## src/verilog/ttlBusPkg.sv

```systemverilog
`default_nettype none

package ttlBusPkg;

  // External TTL memory bus
  localparam int AddrWidth = 16;
  localparam int DataWidth = 8;

  // BusControlReadReg bits
  localparam int CtrlWidth = 3;
  localparam int CtrlSelBit = 0;
  localparam int CtrlReadBit = 1;
  localparam int CtrlWriteBit = 2;

  // StatusReg bits
  localparam int StatEnableBit = 0;
  localparam int StatErrorBit = 1;
  localparam int StatBusyBit = 2;

  // Bus cycle sequencer states
  localparam int SeqStateWidth = 3;
  localparam logic [SeqStateWidth-1:0] SeqIdle = 3'd0;
  localparam logic [SeqStateWidth-1:0] SeqAddrIntr = 3'd1;
  localparam logic [SeqStateWidth-1:0] SeqWaitStrobe = 3'd2;
  localparam logic [SeqStateWidth-1:0] SeqMstRead = 3'd3;
  localparam logic [SeqStateWidth-1:0] SeqReadIntr = 3'd4;
  localparam logic [SeqStateWidth-1:0] SeqWriteIntr = 3'd5;
  localparam logic [SeqStateWidth-1:0] SeqMstWrite = 3'd6;
  localparam logic [SeqStateWidth-1:0] SeqHold = 3'd7;

endpackage

`default_nettype wire

```

## src/verilog/mstBusPkg.sv

```systemverilog
`default_nettype none

package mstBusPkg;

  // Memory-mapped master port
  localparam int MstAddrWidth = 32;
  localparam int MstDataWidth = 32;

  // Byte lanes of one master word
  localparam int BeWidth = 4;
  localparam int LaneBits = 2;
  localparam int ByteWidth = MstDataWidth / BeWidth;

  // One master word, either whole or split into its byte lanes
  // Lane 0 is the least significant byte
  typedef union packed {
    logic [MstDataWidth-1:0] word;
    logic [BeWidth-1:0][ByteWidth-1:0] bytes;
  } mstWord_t;

endpackage

`default_nettype wire

```

## src/verilog/bridgeIfs.sv

```systemverilog
`timescale 1ns/100ps
`default_nettype none

// Synchronized TTL cycle seen by the sequencer
interface ttlCycleIf;
  import ttlBusPkg::*;

  logic selected;
  logic cycleStart;
  logic readStrobe;
  logic writeStrobe;
  logic [AddrWidth-1:0] address;
  logic [DataWidth-1:0] writeData;
  logic [DataWidth-1:0] readData;
  logic readValid;

  modport front(output selected, cycleStart, readStrobe, writeStrobe, address, writeData,
                input readData, readValid);
  modport seq(input selected, cycleStart, readStrobe, writeStrobe, address, writeData,
              output readData, readValid);
endinterface

// Single byte command to the master port
interface mstCmdIf;
  import mstBusPkg::*;

  logic rdReq;
  logic wrReq;
  logic [MstAddrWidth-1:0] addr;
  logic [ByteWidth-1:0] wrByte;
  logic [ByteWidth-1:0] rdByte;
  logic done;
  logic error;

  modport seq(output rdReq, wrReq, addr, wrByte, input rdByte, done, error);
  modport port(input rdReq, wrReq, addr, wrByte, output rdByte, done, error);
endinterface

`default_nettype wire

```

## src/verilog/hostIntrChannel.sv

```systemverilog
`timescale 1ns/100ps
`default_nettype none

module hostIntrChannel (
  input logic clk,
  input logic rst_n,
  input logic start,
  input logic intrEnable,
  input logic intrStatus,
  output logic intr,
  output logic done
);

  logic waitClear;

  always_ff @(posedge clk) begin
    if (!rst_n) begin
      intr <= 1'b0;
      waitClear <= 1'b0;
      done <= 1'b0;
    end else begin
      done <= 1'b0;
      if (start) begin
        // Disabled channel passes straight through
        intr <= intrEnable;
        done <= !intrEnable;
      end else if (intr && intrStatus) begin
        // Host has registered the request
        intr <= 1'b0;
        waitClear <= 1'b1;
      end else if (waitClear && !intrStatus) begin
        waitClear <= 1'b0;
        done <= 1'b1;
      end
    end
  end

endmodule

`default_nettype wire

```

## src/verilog/bridgeSequencer.sv

```systemverilog
`timescale 1ns/100ps
`default_nettype none

module bridgeSequencer (
  input logic clk,
  input logic rst_n,
  input logic [mstBusPkg::MstDataWidth-1:0] ControlReg,
  input logic [ttlBusPkg::AddrWidth-1:0] BusAddressWriteReg,
  input logic [ttlBusPkg::DataWidth-1:0] BusDataWriteReg,
  input logic [mstBusPkg::MstAddrWidth-1:0] MappedAddress,
  input logic AddrReqIntrEnable,
  input logic DataReadReqIntrEnable,
  input logic DataWriteReqIntrEnable,
  input logic AddrReqIntrStatus,
  input logic DataReadReqIntrStatus,
  input logic DataWriteReqIntrStatus,
  output logic [mstBusPkg::MstDataWidth-1:0] StatusReg,
  output logic [ttlBusPkg::CtrlWidth-1:0] BusControlReadReg,
  output logic [ttlBusPkg::AddrWidth-1:0] BusAddressReadReg,
  output logic [ttlBusPkg::DataWidth-1:0] BusDataReadReg,
  output logic AddrReqIntr,
  output logic DataReadReqIntr,
  output logic DataWriteReqIntr,
  ttlCycleIf.seq bus,
  mstCmdIf.seq cmd
);
  import ttlBusPkg::*;
  import mstBusPkg::*;

  logic [SeqStateWidth-1:0] state;
  logic [CtrlWidth-1:0] busControl;
  logic [AddrWidth-1:0] busAddress;
  logic [DataWidth-1:0] busData;
  logic enable;
  logic enableMirror;
  logic mstError;
  logic busy;
  logic startCycle;
  logic addrStart, readStart, writeStart;
  logic addrDone, readDone, writeDone;

  assign enable = ControlReg[0];
  assign startCycle = enable && bus.cycleStart &&
                      (state == SeqIdle || state == SeqWaitStrobe || state == SeqHold);

  always_ff @(posedge clk) begin
    if (!rst_n) begin
      state <= SeqIdle;
      busControl <= '0;
      enableMirror <= 1'b0;
      mstError <= 1'b0;
      busy <= 1'b0;
      addrStart <= 1'b0;
      readStart <= 1'b0;
      writeStart <= 1'b0;
      bus.readValid <= 1'b0;
      cmd.rdReq <= 1'b0;
      cmd.wrReq <= 1'b0;
    end else begin
      addrStart <= 1'b0;
      readStart <= 1'b0;
      writeStart <= 1'b0;
      cmd.rdReq <= 1'b0;
      cmd.wrReq <= 1'b0;
      enableMirror <= enable;
      busControl[CtrlSelBit] <= enable && bus.selected;
      if (cmd.done && cmd.error) begin
        mstError <= 1'b1;
      end

      if (startCycle) begin
        // Also restarts a cycle whose address moved before a strobe
        busAddress <= bus.address;
        busControl[CtrlReadBit] <= 1'b0;
        busControl[CtrlWriteBit] <= 1'b0;
        bus.readValid <= 1'b0;
        busy <= 1'b1;
        addrStart <= 1'b1;
        state <= SeqAddrIntr;
      end else begin
        case (state)
          SeqAddrIntr: if (addrDone) begin
            if (AddrReqIntrEnable) begin
              busAddress <= BusAddressWriteReg;
            end
            state <= SeqWaitStrobe;
          end
          SeqWaitStrobe: if (!bus.selected) begin
            busy <= 1'b0;
            state <= SeqIdle;
          end else if (bus.readStrobe) begin
            cmd.addr <= MappedAddress + MstAddrWidth'(busAddress);
            cmd.rdReq <= 1'b1;
            busControl[CtrlReadBit] <= 1'b1;
            state <= SeqMstRead;
          end else if (bus.writeStrobe) begin
            cmd.addr <= MappedAddress + MstAddrWidth'(busAddress);
            busData <= bus.writeData;
            busControl[CtrlWriteBit] <= 1'b1;
            writeStart <= 1'b1;
            state <= SeqWriteIntr;
          end
          SeqMstRead: if (cmd.done) begin
            busData <= cmd.rdByte;
            readStart <= 1'b1;
            state <= SeqReadIntr;
          end
          SeqReadIntr: if (readDone) begin
            // Host may substitute the byte returned on the bus
            if (DataReadReqIntrEnable) begin
              busData <= BusDataWriteReg;
              bus.readData <= BusDataWriteReg;
            end else begin
              bus.readData <= busData;
            end
            bus.readValid <= 1'b1;
            state <= SeqHold;
          end
          SeqWriteIntr: if (writeDone) begin
            if (DataWriteReqIntrEnable) begin
              busData <= BusDataWriteReg;
            end
            cmd.wrReq <= 1'b1;
            state <= SeqMstWrite;
          end
          SeqMstWrite: if (cmd.done) begin
            state <= SeqHold;
          end
          SeqHold: if (!bus.readStrobe && !bus.writeStrobe) begin
            bus.readValid <= 1'b0;
            busy <= 1'b0;
            state <= SeqIdle;
          end
          default: state <= SeqIdle;
        endcase
      end
    end
  end

  assign cmd.wrByte = busData;

  hostIntrChannel addrIntr (
    .clk(clk), .rst_n(rst_n), .start(addrStart), .intrEnable(AddrReqIntrEnable),
    .intrStatus(AddrReqIntrStatus), .intr(AddrReqIntr), .done(addrDone)
  );

  hostIntrChannel readIntr (
    .clk(clk), .rst_n(rst_n), .start(readStart), .intrEnable(DataReadReqIntrEnable),
    .intrStatus(DataReadReqIntrStatus), .intr(DataReadReqIntr), .done(readDone)
  );

  hostIntrChannel writeIntr (
    .clk(clk), .rst_n(rst_n), .start(writeStart), .intrEnable(DataWriteReqIntrEnable),
    .intrStatus(DataWriteReqIntrStatus), .intr(DataWriteReqIntr), .done(writeDone)
  );

  always_comb begin
    StatusReg = '0;
    StatusReg[StatEnableBit] = enableMirror;
    StatusReg[StatErrorBit] = mstError;
    StatusReg[StatBusyBit] = busy;
  end

  assign BusControlReadReg = busControl;
  assign BusAddressReadReg = busAddress;
  assign BusDataReadReg = busData;

endmodule

`default_nettype wire

```

## src/flat_wrapper.sv

```systemverilog
// flat-port wrapper written by rule: the top's interface ports become plain ports
module bridgeSequencer_flat import ttlBusPkg::*; import mstBusPkg::*;
  (clk, rst_n, ControlReg, BusAddressWriteReg, BusDataWriteReg, MappedAddress, AddrReqIntrEnable, DataReadReqIntrEnable, DataWriteReqIntrEnable, AddrReqIntrStatus, DataReadReqIntrStatus, DataWriteReqIntrStatus, StatusReg, BusControlReadReg, BusAddressReadReg, BusDataReadReg, AddrReqIntr, DataReadReqIntr, DataWriteReqIntr, bus_selected, bus_cycleStart, bus_readStrobe, bus_writeStrobe, bus_address, bus_writeData, bus_readData, bus_readValid, cmd_rdReq, cmd_wrReq, cmd_addr, cmd_wrByte, cmd_rdByte, cmd_done, cmd_error);
  ttlCycleIf bus_i ();
  mstCmdIf cmd_i ();
  input logic clk;
  input logic rst_n;
  input logic [mstBusPkg::MstDataWidth-1:0] ControlReg;
  input logic [ttlBusPkg::AddrWidth-1:0] BusAddressWriteReg;
  input logic [ttlBusPkg::DataWidth-1:0] BusDataWriteReg;
  input logic [mstBusPkg::MstAddrWidth-1:0] MappedAddress;
  input logic AddrReqIntrEnable;
  input logic DataReadReqIntrEnable;
  input logic DataWriteReqIntrEnable;
  input logic AddrReqIntrStatus;
  input logic DataReadReqIntrStatus;
  input logic DataWriteReqIntrStatus;
  output logic [mstBusPkg::MstDataWidth-1:0] StatusReg;
  output logic [ttlBusPkg::CtrlWidth-1:0] BusControlReadReg;
  output logic [ttlBusPkg::AddrWidth-1:0] BusAddressReadReg;
  output logic [ttlBusPkg::DataWidth-1:0] BusDataReadReg;
  output logic AddrReqIntr;
  output logic DataReadReqIntr;
  output logic DataWriteReqIntr;
  input wire logic [$bits(bus_i.selected)-1:0] bus_selected;
  input wire logic [$bits(bus_i.cycleStart)-1:0] bus_cycleStart;
  input wire logic [$bits(bus_i.readStrobe)-1:0] bus_readStrobe;
  input wire logic [$bits(bus_i.writeStrobe)-1:0] bus_writeStrobe;
  input wire logic [$bits(bus_i.address)-1:0] bus_address;
  input wire logic [$bits(bus_i.writeData)-1:0] bus_writeData;
  output wire logic [$bits(bus_i.readData)-1:0] bus_readData;
  output wire logic [$bits(bus_i.readValid)-1:0] bus_readValid;
  output wire logic [$bits(cmd_i.rdReq)-1:0] cmd_rdReq;
  output wire logic [$bits(cmd_i.wrReq)-1:0] cmd_wrReq;
  output wire logic [$bits(cmd_i.addr)-1:0] cmd_addr;
  output wire logic [$bits(cmd_i.wrByte)-1:0] cmd_wrByte;
  input wire logic [$bits(cmd_i.rdByte)-1:0] cmd_rdByte;
  input wire logic [$bits(cmd_i.done)-1:0] cmd_done;
  input wire logic [$bits(cmd_i.error)-1:0] cmd_error;
  assign bus_i.selected = bus_selected;
  assign bus_i.cycleStart = bus_cycleStart;
  assign bus_i.readStrobe = bus_readStrobe;
  assign bus_i.writeStrobe = bus_writeStrobe;
  assign bus_i.address = bus_address;
  assign bus_i.writeData = bus_writeData;
  assign bus_readData = bus_i.readData;
  assign bus_readValid = bus_i.readValid;
  assign cmd_rdReq = cmd_i.rdReq;
  assign cmd_wrReq = cmd_i.wrReq;
  assign cmd_addr = cmd_i.addr;
  assign cmd_wrByte = cmd_i.wrByte;
  assign cmd_i.rdByte = cmd_rdByte;
  assign cmd_i.done = cmd_done;
  assign cmd_i.error = cmd_error;
  bridgeSequencer u_core (.clk(clk), .rst_n(rst_n), .ControlReg(ControlReg), .BusAddressWriteReg(BusAddressWriteReg), .BusDataWriteReg(BusDataWriteReg), .MappedAddress(MappedAddress), .AddrReqIntrEnable(AddrReqIntrEnable), .DataReadReqIntrEnable(DataReadReqIntrEnable), .DataWriteReqIntrEnable(DataWriteReqIntrEnable), .AddrReqIntrStatus(AddrReqIntrStatus), .DataReadReqIntrStatus(DataReadReqIntrStatus), .DataWriteReqIntrStatus(DataWriteReqIntrStatus), .StatusReg(StatusReg), .BusControlReadReg(BusControlReadReg), .BusAddressReadReg(BusAddressReadReg), .BusDataReadReg(BusDataReadReg), .AddrReqIntr(AddrReqIntr), .DataReadReqIntr(DataReadReqIntr), .DataWriteReqIntr(DataWriteReqIntr), .bus(bus_i), .cmd(cmd_i));
endmodule
```

## config.mk

```make
export PLATFORM = sky130hd
export DESIGN_NAME = bridgeSequencer_flat
export DESIGN_NICKNAME = d
export VERILOG_FILES = /design/src/verilog/ttlBusPkg.sv /design/src/verilog/mstBusPkg.sv /design/src/verilog/bridgeIfs.sv /design/src/verilog/hostIntrChannel.sv /design/src/verilog/bridgeSequencer.sv /design/src/flat_wrapper.sv
export SDC_FILE = /design/constraint.sdc
export NUM_CORES = 1
export LEC_CHECK = 0
export BUFFER_PORTS_ARGS = -buffer_cell sky130_fd_sc_hd__buf_2
export CORE_MARGIN = 1
export CORE_UTILIZATION = 51
export DETAILED_ROUTE_END_ITERATION = 8
export GPL_TIMING_DRIVEN = 0
export PLACE_DENSITY = 0.95
export SETUP_SLACK_MARGIN = 0.3
export SLEW_MARGIN = 25
export SYNTH_ARGS = -nofsm -noshare
export SYNTH_HDL_FRONTEND = slang
export SYNTH_SLANG_ARGS = --single-unit
export TNS_END_PERCENT = 10
```

## constraint.sdc

```tcl
create_clock -name clk -period 4.5 [get_ports clk]
set_input_delay 0.225 -clock clk [delete_from_list [all_inputs] [get_ports clk]]
set_output_delay 0.225 -clock clk [all_outputs]
set_load 0.02 [all_outputs]
```

==> run_results.csv <==
group,metric,value,unit
power_and_ir_drop,swShare,0.265,
drt,post_drt_wl_per_cell,16.1,um
drt,drc,0,
yosys,yosysTopAreaCellShare,0.371,
worst_setup_path,cpMaxStageDelayCell,"nor3_2",
yosys,synthTopCellsByCount,"edfxtp_1 (64), buf_4 (40), nand2_1 (35), a21oi_1 (33), nor2_1 (33)",
clocking,clockRootBuffer,"clkbuf_8",
placed_design,portBuffers,185,
yosys,async_flop_share,0,
placed_design,dpl_worst_slack,1.59,ns
final_layout,seqCellArea,2400,sq um
timing,tns,0,ns
power_and_ir_drop,internal-power,1.33,mW
timing,setup_viol,0,
yosys,ys_ff_latch,88,
drt,ant_nets,0,
timing,slew_headroom,0.512,
worst_setup_path,crit_arrival,2.97,ns
die,dieArea,10600,sq um
power_and_ir_drop,p_per_area,273,nW/um^2
hold_path,hold_class,"primary input to register",
global_routing,overflow,0,
die,die_x,103,um
clocking,cts_tree,"built",
timing,hold_viol,0,
timing,worst_slew_pin_slew,0.733,ns
clocking,path_clk_slew,0.09,ns
drt,viasPerCell,5.44,
worst_setup_path,worstSetupStartpointType,"register",
clocking,ctsHoldBuffers,0,
power_and_ir_drop,p_comb_frac,0.179,
final_layout,final_net_count,880,
yosys,ys_types,54,
drt,drtPass1Iterations,5,
worst_setup_path,cp-end-kind,"register",
worst_setup_path,path_buf_inv,3,
yosys,synth_area_leader_cell,"edfxtp_1",
yosys,synth-edff-count,64,
placed_design,placedInstanceArea,6430,sq um
drt,drt_iter0_drc,233,
timing,rsz0062_at_grt,"false",
worst_setup_path,crit_fanout,10,
yosys,yosys-top-cells-area,"edfxtp_1 (37%), dfxtp_1 (9.3%), buf_4 (5.8%)",
clocking,clkSinkCount,88,
die,io_pins,247,
power_and_ir_drop,p_seq_frac,0.493,
die,start_util,0.527,
yosys,synth_area_per_cell,10.3,sq um
timing,fmax,0.337,GHz
timing,maxSlewViolCount,0,
yosys,seq_area_frac_synth,0.464,
timing,finalCritPeriodShare,0.659,
power_and_ir_drop,switchingPower,0.479,mW
die,dieHeight,103,um
placed_design,dpl.hpwl,10800,um
worst_setup_path,critical-path-top-delay-family,"buffers and inverters",
final_layout,fillers,744,
clocking,cts_resized,0,
power_and_ir_drop,leakage,2.87,nW
die,num_rows,36,
run_status,status,"finished, final reports clean",
global_routing,track_usage,0.262,
final_layout,drive_gt1_frac,0.364,
final_layout,multi_input_area,2460,sq um
global_routing,antenna_found_initial,0,
worst_setup_path,slowest_delay,0.60,ns
yosys,synth_area,5180,sq um
yosys,yosysMostFrequentCell,"edfxtp_1",
worst_setup_path,r2r_setup_slack,1.53,ns
clocking,clock_path_buffers,2,
worst_setup_path,critical_path_required,4.51,ns
worst_setup_path,critPathKind,"register to register",
final_layout,n_antenna_cell,0,
timing,finalCriticalPeriod,2.97,ns
clocking,clk_latency,0.37,ns
final_layout,area_delta_synth_final,28.1,%
clocking,ctsHtreeMaxLevel,3,
power_and_ir_drop,ir_drop,143,uV
job,drv_cap,0,
yosys,synth_warnings,0,
yosys,syn-instance-count,503,
timing,finClkSkew,0.00924,ns
timing,final.setup.worst_slack,1.53,ns
clocking,post_cts_buffers,0,
global_routing,grt_pass1_vias,4539,
worst_setup_path,crit_chain,"clkbuf_1, clkbuf_1, buf_1, a21oi_1, nor2_1, a21oi_1, nor3_2",
clocking,numCtsBuffers,9,
power_and_ir_drop,p_clk_frac,0.328,
global_routing,grt_pass1_wl,21200,um
placed_design,gp_congestion,0.888,
drt,finalWirelength,14000,um
yosys,yosys_most_used_dff,"edfxtp_1",
global_routing,grt_max_degree,30,
final_layout,finalInstanceArea,6640,sq um
timing,holdWs,0.107,ns
die,core_area,9820,sq um
drt,vias,4719,
==> metrics by stage <==
step / total power, mW / instances / utilization
2_1_floorplan: 1.12 / 531 / -
3_3_place_gp: 1.21 / 849 / 0.649
3_5_place_dp: 1.23 / 851 / 0.654
4_1_cts: 1.81 / 867 / 0.676
5_1_grt: 1.88 / 867 / 0.676
6_report: 1.81 / 867 / 0.676
==> layout by cell type (no fill, tap or decap), drive strengths merged, types with 6 or more instances in the layout <==
cell	Yosys	layout
xor2	8	8
inv	14	14
nand3	11	11
and2	6	6
xnor2	19	19
a211oi	6	6
and3	16	16
nand2b	18	18
nand4	6	6
nand2	35	35
ha	16	16
nor3	9	9
a31oi	12	12
o211ai	10	10
a21oi	33	33
o21a	6	6
clkbuf	18	27
a21o	7	7
nor2	33	33
nor2b	15	15
nor3b	6	6
mux2	24	24
o21ai	15	15
conb	1	29
edfxtp	64	64
buf	44	231
dfxtp	24	24
==> worst register-to-register path: stages (launching register included) <==
cell      delay, ns
dfxtp_1        0.50
clkbuf_1       0.40
clkbuf_1       0.41
buf_1          0.42
a21oi_1        0.07
nor2_1         0.10
a21oi_1        0.08
nor3_2         0.60
==> path summary, 6_finish.rpt <==
kind,to,cells after the start,start
setup / recovery,u_core.BusDataReadReg[7]$_DFFE_PP_,7,u_core.state[0]$_SDFFE_PN0P_
hold / removal,u_core.mstError$_SDFFE_PN0P_,3,cmd_error
setup reg to reg,u_core.BusDataReadReg[7]$_DFFE_PP_,7,u_core.state[0]$_SDFFE_PN0P_
hold reg to reg,u_core.writeIntr.waitClear$_SDFFE_PN0P_,2,u_core.writeIntr.waitClear$_SDFFE_PN0P_
==> cell families after synthesis <==
| family | count (synthesis) | synth area share |
|---|---|---|
| simple gates | 161 | 0.162 |
| other cells | 1 | 0.000724 |
| fa+ha+maj | 17 | 0.0425 |
| compound gates | 109 | 0.148 |
| buf+inv | 76 | 0.0848 |
| mux | 24 | 0.0522 |
| xor+xnor | 27 | 0.0457 |
| flops | 88 | 0.464 |
==> sequential cells by signal, indices dropped and copies added, names as in the netlist, 3 cells and up <==
signal and flops:
u_core.BusAddressReadReg 16, u_core.bus.readData 8, u_core.state 3, u_core.BusDataReadReg 8
u_core.BusControlReadReg 3, u_core.cmd.addr 32
==> layout make-up <==
class,count,area share
Tap cell,133,0.0251
Clock buffer,9,0.0187
Clock inverter,7,0.0130
Multi-Input combinational cell,367,0.370
Inverter,14,0.00792
Buffer,62,0.0583
Sequential cell,88,0.362
Timing Repair Buffer,187,0.145
==> metal layers <==
| layer | global-route usage | vias up | routed length, um |
|---|---|---|---|
| met2 | 0.471 | 312 | 7190 |
| li1 | - | 2201 | - |
| met1 | 0.291 | 2161 | 5220 |
| met5 | 0 | - | 0 |
| met4 | 0.141 | 0 | 441 |
| met3 | 0.0515 | 45 | 1150 |
==> power by group through the flow <==
stage	Sequential, mW	Combinational [mW]	Clock [mW]
2_1_floorplan	0.919	0.201	0
3_3_place_gp	0.912	0.300	0
3_5_place_dp	0.912	0.315	0
4_1_cts	0.893	0.318	0.599
5_1_grt	0.895	0.351	0.630
6_report	0.894	0.324	0.594
No activity file was read; power rests on OpenSTA's default activity.
