## src/verilog/mstBusPkg.sv

```systemverilog
`default_nettype none

package mstBusPkg;

  // Memory-mapped master port
  localparam int MstAddrWidth = 32;
  localparam int MstDataWidth = 32;

  // Byte lanes of one master word
  localparam int BeWidth = 4;
  localparam int LaneBits = 2;
  localparam int ByteWidth = MstDataWidth / BeWidth;

  // One master word, either whole or split into its byte lanes
  // Lane 0 is the least significant byte
  typedef union packed {
    logic [MstDataWidth-1:0] word;
    logic [BeWidth-1:0][ByteWidth-1:0] bytes;
  } mstWord_t;

endpackage

`default_nettype wire

```

## src/verilog/bridgeIfs.sv

```systemverilog
`timescale 1ns/100ps
`default_nettype none


// Single byte command to the master port
interface mstCmdIf;
  import mstBusPkg::*;

  logic rdReq;
  logic wrReq;
  logic [MstAddrWidth-1:0] addr;
  logic [ByteWidth-1:0] wrByte;
  logic [ByteWidth-1:0] rdByte;
  logic done;
  logic error;

  modport seq(output rdReq, wrReq, addr, wrByte, input rdByte, done, error);
  modport port(input rdReq, wrReq, addr, wrByte, output rdByte, done, error);
endinterface

`default_nettype wire

```

## src/verilog/mstCommandPort.sv

```systemverilog
`timescale 1ns/100ps
`default_nettype none

module mstCommandPort (
  input logic clk,
  input logic rst_n,
  input logic bus2ip_mst_cmdack,
  input logic bus2ip_mst_cmplt,
  input logic bus2ip_mst_error,
  input logic bus2ip_mst_cmd_timeout,
  input logic [mstBusPkg::MstDataWidth-1:0] bus2ip_mstrd_d,
  input logic bus2ip_mstrd_src_rdy_n,
  input logic bus2ip_mstwr_dst_rdy_n,
  output logic ip2bus_mstrd_req,
  output logic ip2bus_mstwr_req,
  output logic [mstBusPkg::MstAddrWidth-1:0] ip2bus_mst_addr,
  output logic [mstBusPkg::BeWidth-1:0] ip2bus_mst_be,
  output logic [mstBusPkg::MstDataWidth-1:0] ip2bus_mstwr_d,
  mstCmdIf.port cmd
);
  import mstBusPkg::*;

  logic rdActive;
  logic wrWaitRdy;
  logic wrActive;
  logic acked;
  logic [MstAddrWidth-1:0] addrReg;
  logic [ByteWidth-1:0] byteReg;
  logic [LaneBits-1:0] lane;
  mstWord_t rdView;
  mstWord_t wrView;

  always_ff @(posedge clk) begin
    if (!rst_n) begin
      rdActive <= 1'b0;
      wrWaitRdy <= 1'b0;
      wrActive <= 1'b0;
      acked <= 1'b0;
      cmd.done <= 1'b0;
      cmd.error <= 1'b0;
    end else begin
      cmd.done <= 1'b0;
      if (cmd.rdReq) begin
        rdActive <= 1'b1;
        acked <= 1'b0;
      end
      if (cmd.wrReq) begin
        // Write request waits for the destination to be ready
        wrActive <= !bus2ip_mstwr_dst_rdy_n;
        wrWaitRdy <= bus2ip_mstwr_dst_rdy_n;
        acked <= 1'b0;
      end
      if (wrWaitRdy && !bus2ip_mstwr_dst_rdy_n) begin
        wrWaitRdy <= 1'b0;
        wrActive <= 1'b1;
      end
      if ((rdActive || wrActive) && bus2ip_mst_cmdack) begin
        acked <= 1'b1;
      end
      // Completion only counts once the command has been acknowledged
      if ((rdActive || wrActive) && bus2ip_mst_cmplt && (acked || bus2ip_mst_cmdack)) begin
        rdActive <= 1'b0;
        wrActive <= 1'b0;
        acked <= 1'b0;
        cmd.done <= 1'b1;
        cmd.error <= bus2ip_mst_error || bus2ip_mst_cmd_timeout;
      end
    end
  end

  always_ff @(posedge clk) begin
    if (cmd.rdReq || cmd.wrReq) begin
      addrReg <= cmd.addr;
      byteReg <= cmd.wrByte;
    end
    if (rdActive && !bus2ip_mstrd_src_rdy_n) begin
      cmd.rdByte <= rdView.bytes[lane];
    end
  end

  assign lane = addrReg[LaneBits-1:0];
  assign rdView.word = bus2ip_mstrd_d;

  // Only the addressed lane carries the write byte
  always_comb begin
    wrView.word = '0;
    wrView.bytes[lane] = byteReg;
  end

  assign ip2bus_mstrd_req = rdActive;
  assign ip2bus_mstwr_req = wrActive;
  assign ip2bus_mst_addr = addrReg;
  assign ip2bus_mst_be = BeWidth'(1) << lane;
  assign ip2bus_mstwr_d = wrView.word;

endmodule

`default_nettype wire

```

## src/flat_wrapper.sv

```systemverilog
// flat-port wrapper written by rule: the top's interface ports become plain ports
module mstCommandPort_flat import mstBusPkg::*;
  (clk, rst_n, bus2ip_mst_cmdack, bus2ip_mst_cmplt, bus2ip_mst_error, bus2ip_mst_cmd_timeout, bus2ip_mstrd_d, bus2ip_mstrd_src_rdy_n, bus2ip_mstwr_dst_rdy_n, ip2bus_mstrd_req, ip2bus_mstwr_req, ip2bus_mst_addr, ip2bus_mst_be, ip2bus_mstwr_d, cmd_rdReq, cmd_wrReq, cmd_addr, cmd_wrByte, cmd_rdByte, cmd_done, cmd_error);
  mstCmdIf cmd_i ();
  input logic clk;
  input logic rst_n;
  input logic bus2ip_mst_cmdack;
  input logic bus2ip_mst_cmplt;
  input logic bus2ip_mst_error;
  input logic bus2ip_mst_cmd_timeout;
  input logic [mstBusPkg::MstDataWidth-1:0] bus2ip_mstrd_d;
  input logic bus2ip_mstrd_src_rdy_n;
  input logic bus2ip_mstwr_dst_rdy_n;
  output logic ip2bus_mstrd_req;
  output logic ip2bus_mstwr_req;
  output logic [mstBusPkg::MstAddrWidth-1:0] ip2bus_mst_addr;
  output logic [mstBusPkg::BeWidth-1:0] ip2bus_mst_be;
  output logic [mstBusPkg::MstDataWidth-1:0] ip2bus_mstwr_d;
  input wire logic [$bits(cmd_i.rdReq)-1:0] cmd_rdReq;
  input wire logic [$bits(cmd_i.wrReq)-1:0] cmd_wrReq;
  input wire logic [$bits(cmd_i.addr)-1:0] cmd_addr;
  input wire logic [$bits(cmd_i.wrByte)-1:0] cmd_wrByte;
  output wire logic [$bits(cmd_i.rdByte)-1:0] cmd_rdByte;
  output wire logic [$bits(cmd_i.done)-1:0] cmd_done;
  output wire logic [$bits(cmd_i.error)-1:0] cmd_error;
  assign cmd_i.rdReq = cmd_rdReq;
  assign cmd_i.wrReq = cmd_wrReq;
  assign cmd_i.addr = cmd_addr;
  assign cmd_i.wrByte = cmd_wrByte;
  assign cmd_rdByte = cmd_i.rdByte;
  assign cmd_done = cmd_i.done;
  assign cmd_error = cmd_i.error;
  mstCommandPort u_core (.clk(clk), .rst_n(rst_n), .bus2ip_mst_cmdack(bus2ip_mst_cmdack), .bus2ip_mst_cmplt(bus2ip_mst_cmplt), .bus2ip_mst_error(bus2ip_mst_error), .bus2ip_mst_cmd_timeout(bus2ip_mst_cmd_timeout), .bus2ip_mstrd_d(bus2ip_mstrd_d), .bus2ip_mstrd_src_rdy_n(bus2ip_mstrd_src_rdy_n), .bus2ip_mstwr_dst_rdy_n(bus2ip_mstwr_dst_rdy_n), .ip2bus_mstrd_req(ip2bus_mstrd_req), .ip2bus_mstwr_req(ip2bus_mstwr_req), .ip2bus_mst_addr(ip2bus_mst_addr), .ip2bus_mst_be(ip2bus_mst_be), .ip2bus_mstwr_d(ip2bus_mstwr_d), .cmd(cmd_i));
endmodule
```

## config.mk

```make
export PLATFORM = sky130hd
export DESIGN_NAME = mstCommandPort_flat
export DESIGN_NICKNAME = d
export VERILOG_FILES = /design/src/verilog/mstBusPkg.sv /design/src/verilog/bridgeIfs.sv /design/src/verilog/mstCommandPort.sv /design/src/flat_wrapper.sv
export SDC_FILE = /design/constraint.sdc
export NUM_CORES = 1
export LEC_CHECK = 0
export ABC_AREA = 1
export BUFFER_PORTS_ARGS = -buffer_cell sky130_fd_sc_hd__buf_2
export CORE_UTILIZATION = 40
export CTS_BUF_LIST = sky130_fd_sc_hd__clkbuf_4 sky130_fd_sc_hd__clkbuf_8
export DETAILED_ROUTE_END_ITERATION = 10
export PLACE_DENSITY = 0.85
export SETUP_SLACK_MARGIN = 0.5
export SLEW_MARGIN = 10
export SYNTH_ARGS = -nofsm -noshare
export SYNTH_HDL_FRONTEND = slang
export SYNTH_SLANG_ARGS = --single-unit
export TNS_END_PERCENT = 50
```

## constraint.sdc

```tcl
create_clock -name clk -period 1.7 [get_ports clk]
set_input_delay 0.34 -clock clk [delete_from_list [all_inputs] [get_ports clk]]
set_output_delay 0.34 -clock clk [all_outputs]
set_load 0.05 [all_outputs]
```

==> results of run 1 <==
-- metal layers --
metal	part of all wire, %	vias to the layer above
li1	-	951
met1	33	910
met2	58	101
met3	7.5	11
met4	1.7	0
met5	0	-
-- worst max-delay path: stages, from the launching register on --
cell and delay, ns:
edfxtp_1 0.44, buf_4 0.19, nor2_4 0.15, inv_8 0.09
nor2_4 0.12, buf_8 0.16
-- cell families (layout without fill, tap and decap cells) --
logic type             after synthesis  in the layout  synth area share, %
DFF                                 54             54                 75.6
buffers and inverters               22            206                 4.06
and+or+nand+nor                    100            101                 20.1
AOI/OAI and AO/OA                    1              1                0.242
-- state kept, by name, indices dropped and copies added (netlist names) --
register and cells:
u_core.cmd.error 1, u_core.ip2bus_mst_addr 32, u_core.cmd.rdByte 8, u_core.byteReg 8, u_core.acked 1, u_core.ip2bus_mstrd_req 1, u_core.cmd.done 1, u_core.wrWaitRdy 1
u_core.ip2bus_mstwr_req 1
-- worst min path at each step --
stage,from,slack [ns],to
floorplan,u_core.wrWaitRdy,0.42,u_core.wrWaitRdy
global placement,u_core.wrWaitRdy,0.44,u_core.wrWaitRdy
detailed placement,u_core.wrWaitRdy,0.46,u_core.wrWaitRdy
CTS,cmd_wrByte[6],0.20,u_core.byteReg[6]
global route,cmd_wrByte[0],0.19,u_core.byteReg[0]
finish,cmd_wrByte[6],0.21,u_core.byteReg[6]
-- what timing repair did --
action | 4_1_cts | 5_1_grt
pin swaps | 4 | 3
setup buffers | 7 | 3
endpoints found under the setup margin | 88 | 86
resized for setup | 161 | 37
cloned | 1 | 0
-- cells in the final DEF, fill, tap and decap left out, types with 5 or more instances in the layout --
master / instances
nor2_4: 24
nor2_1: 20
nor2_2: 5
edfxtp_1: 48
buf_8: 16
inv_1: 16
clkbuf_8: 5
buf_4: 13
nand2_1: 38
buf_2: 81
buf_6: 66
nand4_1: 9
-- metrics by stage --
stage	total power, mW	hold WS [ns]
3_5_place_dp	2.68	0.457
4_1_cts	3.74	0.199
3_3_place_gp	2.66	0.439
2_1_floorplan	2.38	0.425
5_1_grt	3.92	0.194
6_report	3.81	0.207
-- power by group --
| part | total (mW) | internal, mW | switching (mW) |
|---|---|---|---|
| Sequential | 1.62 | 1.57 | 0.0532 |
| Clock | 0.839 | 0.434 | 0.405 |
| Combinational | 1.34 | 0.476 | 0.868 |
| Total | 3.81 | 2.48 | 1.33 |
-- area by class of cell --
cell class                      instances  area (sq um)
Clock buffer                            5          68.8
Timing Repair Buffer                  176          1490
Inverter                               22           109
Fill cell                             272           867
Tap cell                               67          83.8
Sequential cell                        54          1570
Multi-Input combinational cell        102           628
Clock inverter                          3          40.0
==> metrics, run 1 <==
Post-synth top flop=edfxtp_1; starting density of the core=42.6%; CTS HTree Levels=2; Post-Place Worst Slack=around 0.11 ns; clock-pin transition on the worst setup and hold timing paths=roughly 0.10 ns; Async SR Flop Fraction=0%; Core Footprint=4850 sq um; Layout Nets=443; RSZ-0062 raised after global routing=true; Hold Crit Class=in -> reg; routed wire length=6590 um; Slew @ Worst Pin=approximately 0.5 ns; Clock Skew=0.00853 ns; Routed Antenna Nets=0; Vias/cell=around 4.6; synth top area cells=edfxtp_1 70%, nor2_1 8.5%, nand2_1 6.9%, dfxtp_1 5.8%, inv_1 3.3%; Crit Path Max Fanout=8; Post-DP Area=3160 sq um; R2R setup slack=about 0.23 ns; violation count after the first detailed-route iteration=69; failing checks=negative setup slack; Final Instance Area=3980 sq um; Clock Sinks=54; highest clock rate=558 MHz; worst skew pair latency=~0.30 ns; endpoints failing setup=26; status=complete, but fails checks; Yosys top cell area share=69.8%; CP Data Required Time=between 1 and 1.5 ns; vias in the first global route=1966; setup tns final=-1.25 ns; first-pass GRT wire length=9030 um; worst flop-to-flop path startpoint=u_core.ip2bus_mst_addr[0]; clk buf depth=2; most frequent cell after synthesis=edfxtp_1; Hold Violations, Final=0; Post-Syn Area=around 2100 sq um; Synth Register Bits=54; critical path startpoint category=flop; most frequent cells after synthesis=48 x edfxtp_1, 47 x nor2_1, 38 x nand2_1, 18 x inv_1, 9 x nand4_1; worst r2r dst=u_core.cmd.rdByte[3]; largest net degree at the start of global routing=41; Layout area overhead=92.7%; drc violations=0; full die area=about 5500 sq um; routed length per instance=15.4 um; post-synthesis sequential area ratio=75.6%; period utilization=105%; Syn Nets=roughly 260; antenna violations before repair=0; total vias in the final route=1973; Worst Hold Depth=1; crit path time final=1.79 ns; Netlist cell types=13; maximum vdd drop=roughly 1 mV; area leader, netlist=edfxtp_1; CTS buffer count=5; share of post-route cells with drive strength above 1=62.2%; IO Port Bufs=161; worst reg2reg path depth=7; WP data arrival=1.45 ns; # hold bufs at CTS=0; total iterations of the first detailed-routing run=4; synthesis warning total=0; Rows=25; dpl hpwl=4280 um; IO Count=between 150 and 200; Chip Width=73.9 um; placed cells=410; Syn Inst Count=177; aggregate global routing overflow=0; critical path endpoint category=output pin; Antenna Cells=0; CTS tree=done; Most Crowded Layer GR=met2; number of synthesized flops with an enable pin=48; WS Path Type=reg -> out; PwrDens=approximately 960 nW/um^2; Mapped Avg Cell Area=11.7 sq um; Chip Height=73.9 um; fin util=82.1%; GPL Wtd Cong=0.766; Setup crit start=u_core.ip2bus_mst_addr[0]; fin cells=429; final slew viol count=0; gr usage total=23.0%; Root Buffer=clkbuf_8; Critical path destination=ip2bus_mstwr_d[6]; GR Util met3=slightly below 9%; met2 Use GR=about 46%; leak pwr=1.81 nW; Final WS setup=-0.0922 ns; relative slew slack=67.1%; met1 Resource Use GR=20.7%; max-cap violation count=0
(Power assumes the default switching activity.)
==> inputs of run 2 (changes only) <==
- CORE_ASPECT_RATIO: default -> 0.9
==> metrics, run 2 (synthesis gave the netlist of run 1 again) <==
period utilization=102%; fin util=80.4%; Hold Crit Class=in -> reg; worst reg2reg path depth=8; leading cell type in the layout, fill and taps excluded=buf_2; CP Data Required Time=between 1 and 1.5 ns; met2 Use GR=45.9%; Core Footprint=4890 sq um; crit-path max cell delay=0.45 ns; Crit path max-delay family=flip-flops; crit path time final=1.74 ns; maximum vdd drop=0.796 mV; number of fill cells in the layout=roughly 270; dpl hpwl=between 4000 and 5000 um; full die area=5460 sq um; number of flip-flops in the largest register=32; starting density of the core=42.2%; endpoints failing setup=19; vias in the first global route=1989; worst skew pair latency=0.30 ns; Final Instance Area=3930 sq um; first-pass GRT wire length=slightly below 10000 um; clk buf depth=2; relative slew slack=77.9%; setup tns final=-0.265 ns; status=complete, but fails checks; most frequent CP cell=nor2_4; Chip Height=70.2 um; routed wire length=6780 um; IO Port Bufs=161; Worst Hold Depth=1; GPL Wtd Cong=0.787; Routed Antenna Nets=0; critical path startpoint category=flop; aggregate global routing overflow=0; WS Path Type=reg -> out; GR Util met3=~8.4%; total vias in the final route=2002; max-cap violation count=0; Most Crowded Layer GR=met2; Hold Violations, Final=0; drc violations=0; Rows=24; PnR Total Power=3.68 mW; met1 Resource Use GR=23.6%; CP max stage cell=edfxtp_1; PwrDens=937 nW/um^2; CTS tree=done; routed length per instance=16.0 um; Slew @ Worst Pin=0.331 ns; CTS buffer count=5; worst-path cell chain=inv_2, nor2_4, inv_6, nor2_4, buf_8; Clock Sinks=54; share of post-route cells with drive strength above 1=64.5%; violation count after the first detailed-route iteration=88; sum of buffers and inverters on the critical path=3; clock-pin transition on the worst setup and hold timing paths=around 0.10 ns; Post-Place Worst Slack=0.198 ns; Root Buffer=clkbuf_8; final slew viol count=0; most frequent cells in the layout=82 x buf_2, 71 x buf_6, 48 x edfxtp_1; Antenna Cells=0; total iterations of the first detailed-routing run=4; Hold Worst Slack=0.201 ns; antenna violations before repair=0; Clock Skew=0.00832 ns; fin cells=423; highest clock rate=576 MHz; WP data arrival=1.40 ns; Layout Nets=439; Post-DP Area=3180 sq um; placed cells=409; IO Count=162; number of cells on the critical path=5; failing checks=negative setup slack; Layout area overhead=90.4%; critical path endpoint category=output pin; Crit Path Max Fanout=8; Chip Width=77.8 um; Final WS setup=-0.0375 ns; CTS HTree Levels=2; Vias/cell=4.73; RSZ-0062 raised after global routing=true; leak pwr=1.81 nW; largest net degree at the start of global routing=38; gr usage total=23.9%; # hold bufs at CTS=0
## run 2: cell type report
cell class / instances / area [sq um] / share of cell area (%)
Clock buffer: 5 / 68.8 / 1.75
Clock inverter: 3 / 26.3 / 0.668
Inverter: 22 / 97.6 / 2.48
Multi-Input combinational cell: 101 / 657 / 16.7
Sequential cell: 54 / 1570 / 39.8
Tap cell: 65 / 81.3 / 2.07
Timing Repair Buffer: 173 / 1440 / 36.5
## run 2: path summary, 6_finish.rpt
check                       startpoint                          to  slack (ns)
max reg2reg  u_core.ip2bus_mst_addr[1]        u_core.cmd.rdByte[0]        0.15
max          u_core.ip2bus_mst_addr[1]          ip2bus_mstwr_d[23]       -0.04
min reg2reg           u_core.wrWaitRdy            u_core.wrWaitRdy        0.49
min                       cmd_addr[21]  u_core.ip2bus_mst_addr[21]        0.20
## run 2: worst reg2reg max path, stage by stage, from the launching register on
cell      delay [ns]
edfxtp_1        0.48
inv_2           0.14
nor2_4          0.06
buf_6           0.11
buf_6           0.11
buf_6           0.11
buf_12          0.14
nand2_4         0.06
nand4_1         0.08
## run 2: timing repair
item / in CTS / in global routing
resized for setup: 161 / 33
setup endpoints to repair: 88 / 85
setup buffers: 4 / 2
pin swaps: 3 / 11
## run 2: power by group
group          internal, mW  switching (mW)
clock network         0.304           0.425
registers              1.57          0.0547
logic                 0.459           0.871
total                  2.33            1.35
## run 2: layer usage
layer	vias up	part of all wire [%]	routed length [um]
met4	0	1.4	97
li1	948	-	-
met1	922	33	2240
met3	10	9.8	666
met2	122	56	3770
met5	-	0	0
==> inputs of run 3 (changes only) <==
- CORE_MARGIN: default -> 3
==> metrics, run 3 (synthesis gave the netlist of run 1 again) <==
status=complete, but fails checks; failing checks=negative setup slack; Hold Worst Slack=0.209 ns; aggregate global routing overflow=0; final slew viol count=0; routed wire length=6500 um; number of fill cells in the layout=306; most frequent CP cell=nor2_4; Layout Nets=~440; Clock Sinks=54; Root Buffer=clkbuf_8; CP max stage cell=edfxtp_1; starting density of the core=a little over two fifths; sum of buffers and inverters on the critical path=3; full die area=6060 sq um; RSZ-0062 raised after global routing=true; Crit Path Max Fanout=8; Core Footprint=4920 sq um; gr usage total=20.1%; Routed Antenna Nets=0; PwrDens=around 920 nW/um^2; total vias in the final route=just under 2000; Most Crowded Layer GR=met2; clock-pin transition on the worst setup and hold timing paths=0.09 ns; IO Port Bufs=161; Chip Height=74.2 um; vias in the first global route=1886; antenna violations before repair=0; placed cells=409; max-cap violation count=0; Vias/cell=4.64; relative slew slack=74.9%; routed length per instance=15.3 um; most frequent cells in the layout=81 x buf_2, 62 x buf_6, 48 x edfxtp_1; leading cell type in the layout, fill and taps excluded=buf_2; share of post-route cells with drive strength above 1=between 60% and 70%; violation count after the first detailed-route iteration=between 40 and 50; WS Path Type=reg -> out; CP Data Required Time=1.36 ns; total iterations of the first detailed-routing run=4; # hold bufs at CTS=0; Crit path max-delay family=flip-flops; WP data arrival=1.39 ns; dpl hpwl=4640 um; period utilization=102%; Hold Crit Class=in -> reg; clk buf depth=2; Slew @ Worst Pin=0.377 ns; worst skew pair latency=about 0.30 ns; Clock Skew=0.00229 ns; Hold Violations, Final=0; highest clock rate=577 MHz; critical path startpoint category=flop; Antenna Cells=0; met1 Resource Use GR=between 10% and 20%; met2 Use GR=39.6%; maximum vdd drop=0.721 mV; endpoints failing setup=15; leak pwr=~1.8 nW; number of flip-flops in the largest register=32; crit-path max cell delay=0.46 ns; GR Util met3=7.63%; IO Count=~160; GPL Wtd Cong=0.712; Layout area overhead=93.4%; Rows=24; setup tns final=-0.260 ns; CTS tree=done; drc violations=0; largest net degree at the start of global routing=31; fin cells=425; CTS HTree Levels=2; Chip Width=81.8 um; PnR Total Power=3.68 mW; CTS buffer count=5; first-pass GRT wire length=8980 um; worst-path cell chain=inv_2, nor2_4, inv_8, nor2_4, buf_6; Final WS setup=-0.0340 ns; crit path time final=1.73 ns; critical path endpoint category=output pin
run 3: changes by cell type in the layout (fill, tap and decap cells not counted), moves of 2 or more:
cell     delta
buf_12      +2
buf_6       -9
buf_8       +9
inv_6       -2
nand2_1     +7
nand2_2     -3
nand2_4     -5
nor2_1      -2
run 3: final cells by class:
class | count | area, sq um | area share [%]
Multi-Input combinational cell | 101 | 638 | 16.0
Timing Repair Buffer | 175 | 1510 | 37.9
Clock buffer | 5 | 68.8 | 1.72
Sequential cell | 54 | 1560 | 39.1
Tap cell | 65 | 81.3 | 2.04
Clock inverter | 3 | 25.0 | 0.626
Inverter | 22 | 104 | 2.60
run 3: routing by layer:
layer,vias up,wire (um)
li1,948,-
met5,-,0
met3,6,683
met4,0,62
met2,103,3700
met1,913,2060
run 3: worst paths after layout:
path / from / end / slack [ns] / depth (start not counted)
worst max-delay path: u_core.ip2bus_mst_addr[1] / ip2bus_mstwr_d[23] / -0.03 / 5
worst min-delay path: cmd_addr[23] / u_core.ip2bus_mst_addr[23] / 0.21 / 1
worst max register to register: u_core.ip2bus_mst_addr[0] / u_core.cmd.rdByte[3] / 0.27 / 7
worst min register to register: u_core.wrWaitRdy / u_core.wrWaitRdy / 0.49 / 2
run 3: timing repair:
| action | CTS | global route |
|---|---|---|
| endpoints found under the hold margin | 0 | 0 |
| setup buffers | 5 | 3 |
| setup endpoints to repair | 88 | 85 |
| pin swaps | 2 | 1 |
| gates resized for setup | 151 | 51 |
run 3: power breakdown:
group	switching (mW)	internal, mW	total [mW]
Sequential	0.0503	1.57	1.62
Clock	0.408	0.298	0.706
Combinational	0.870	0.488	1.36
run 3: stage by stage:
step	instance area [sq um]	utilization, %	setup slack, ns
3_5_place_dp	3160	64.3	0.124
5_1_grt	4000	81.1	-0.0997
2_1_floorplan	2230	-	-0.401
3_3_place_gp	3160	64.3	0.211
6_report	4000	81.1	-0.0340
4_1_cts	3790	76.9	-0.0200
run 3: worst reg2reg max path, delay by kind of cell, from the launching register on:
kind,cells,cell delay (ns)
buf+inv,4,0.51
flops,1,0.38
simple gates,3,0.28
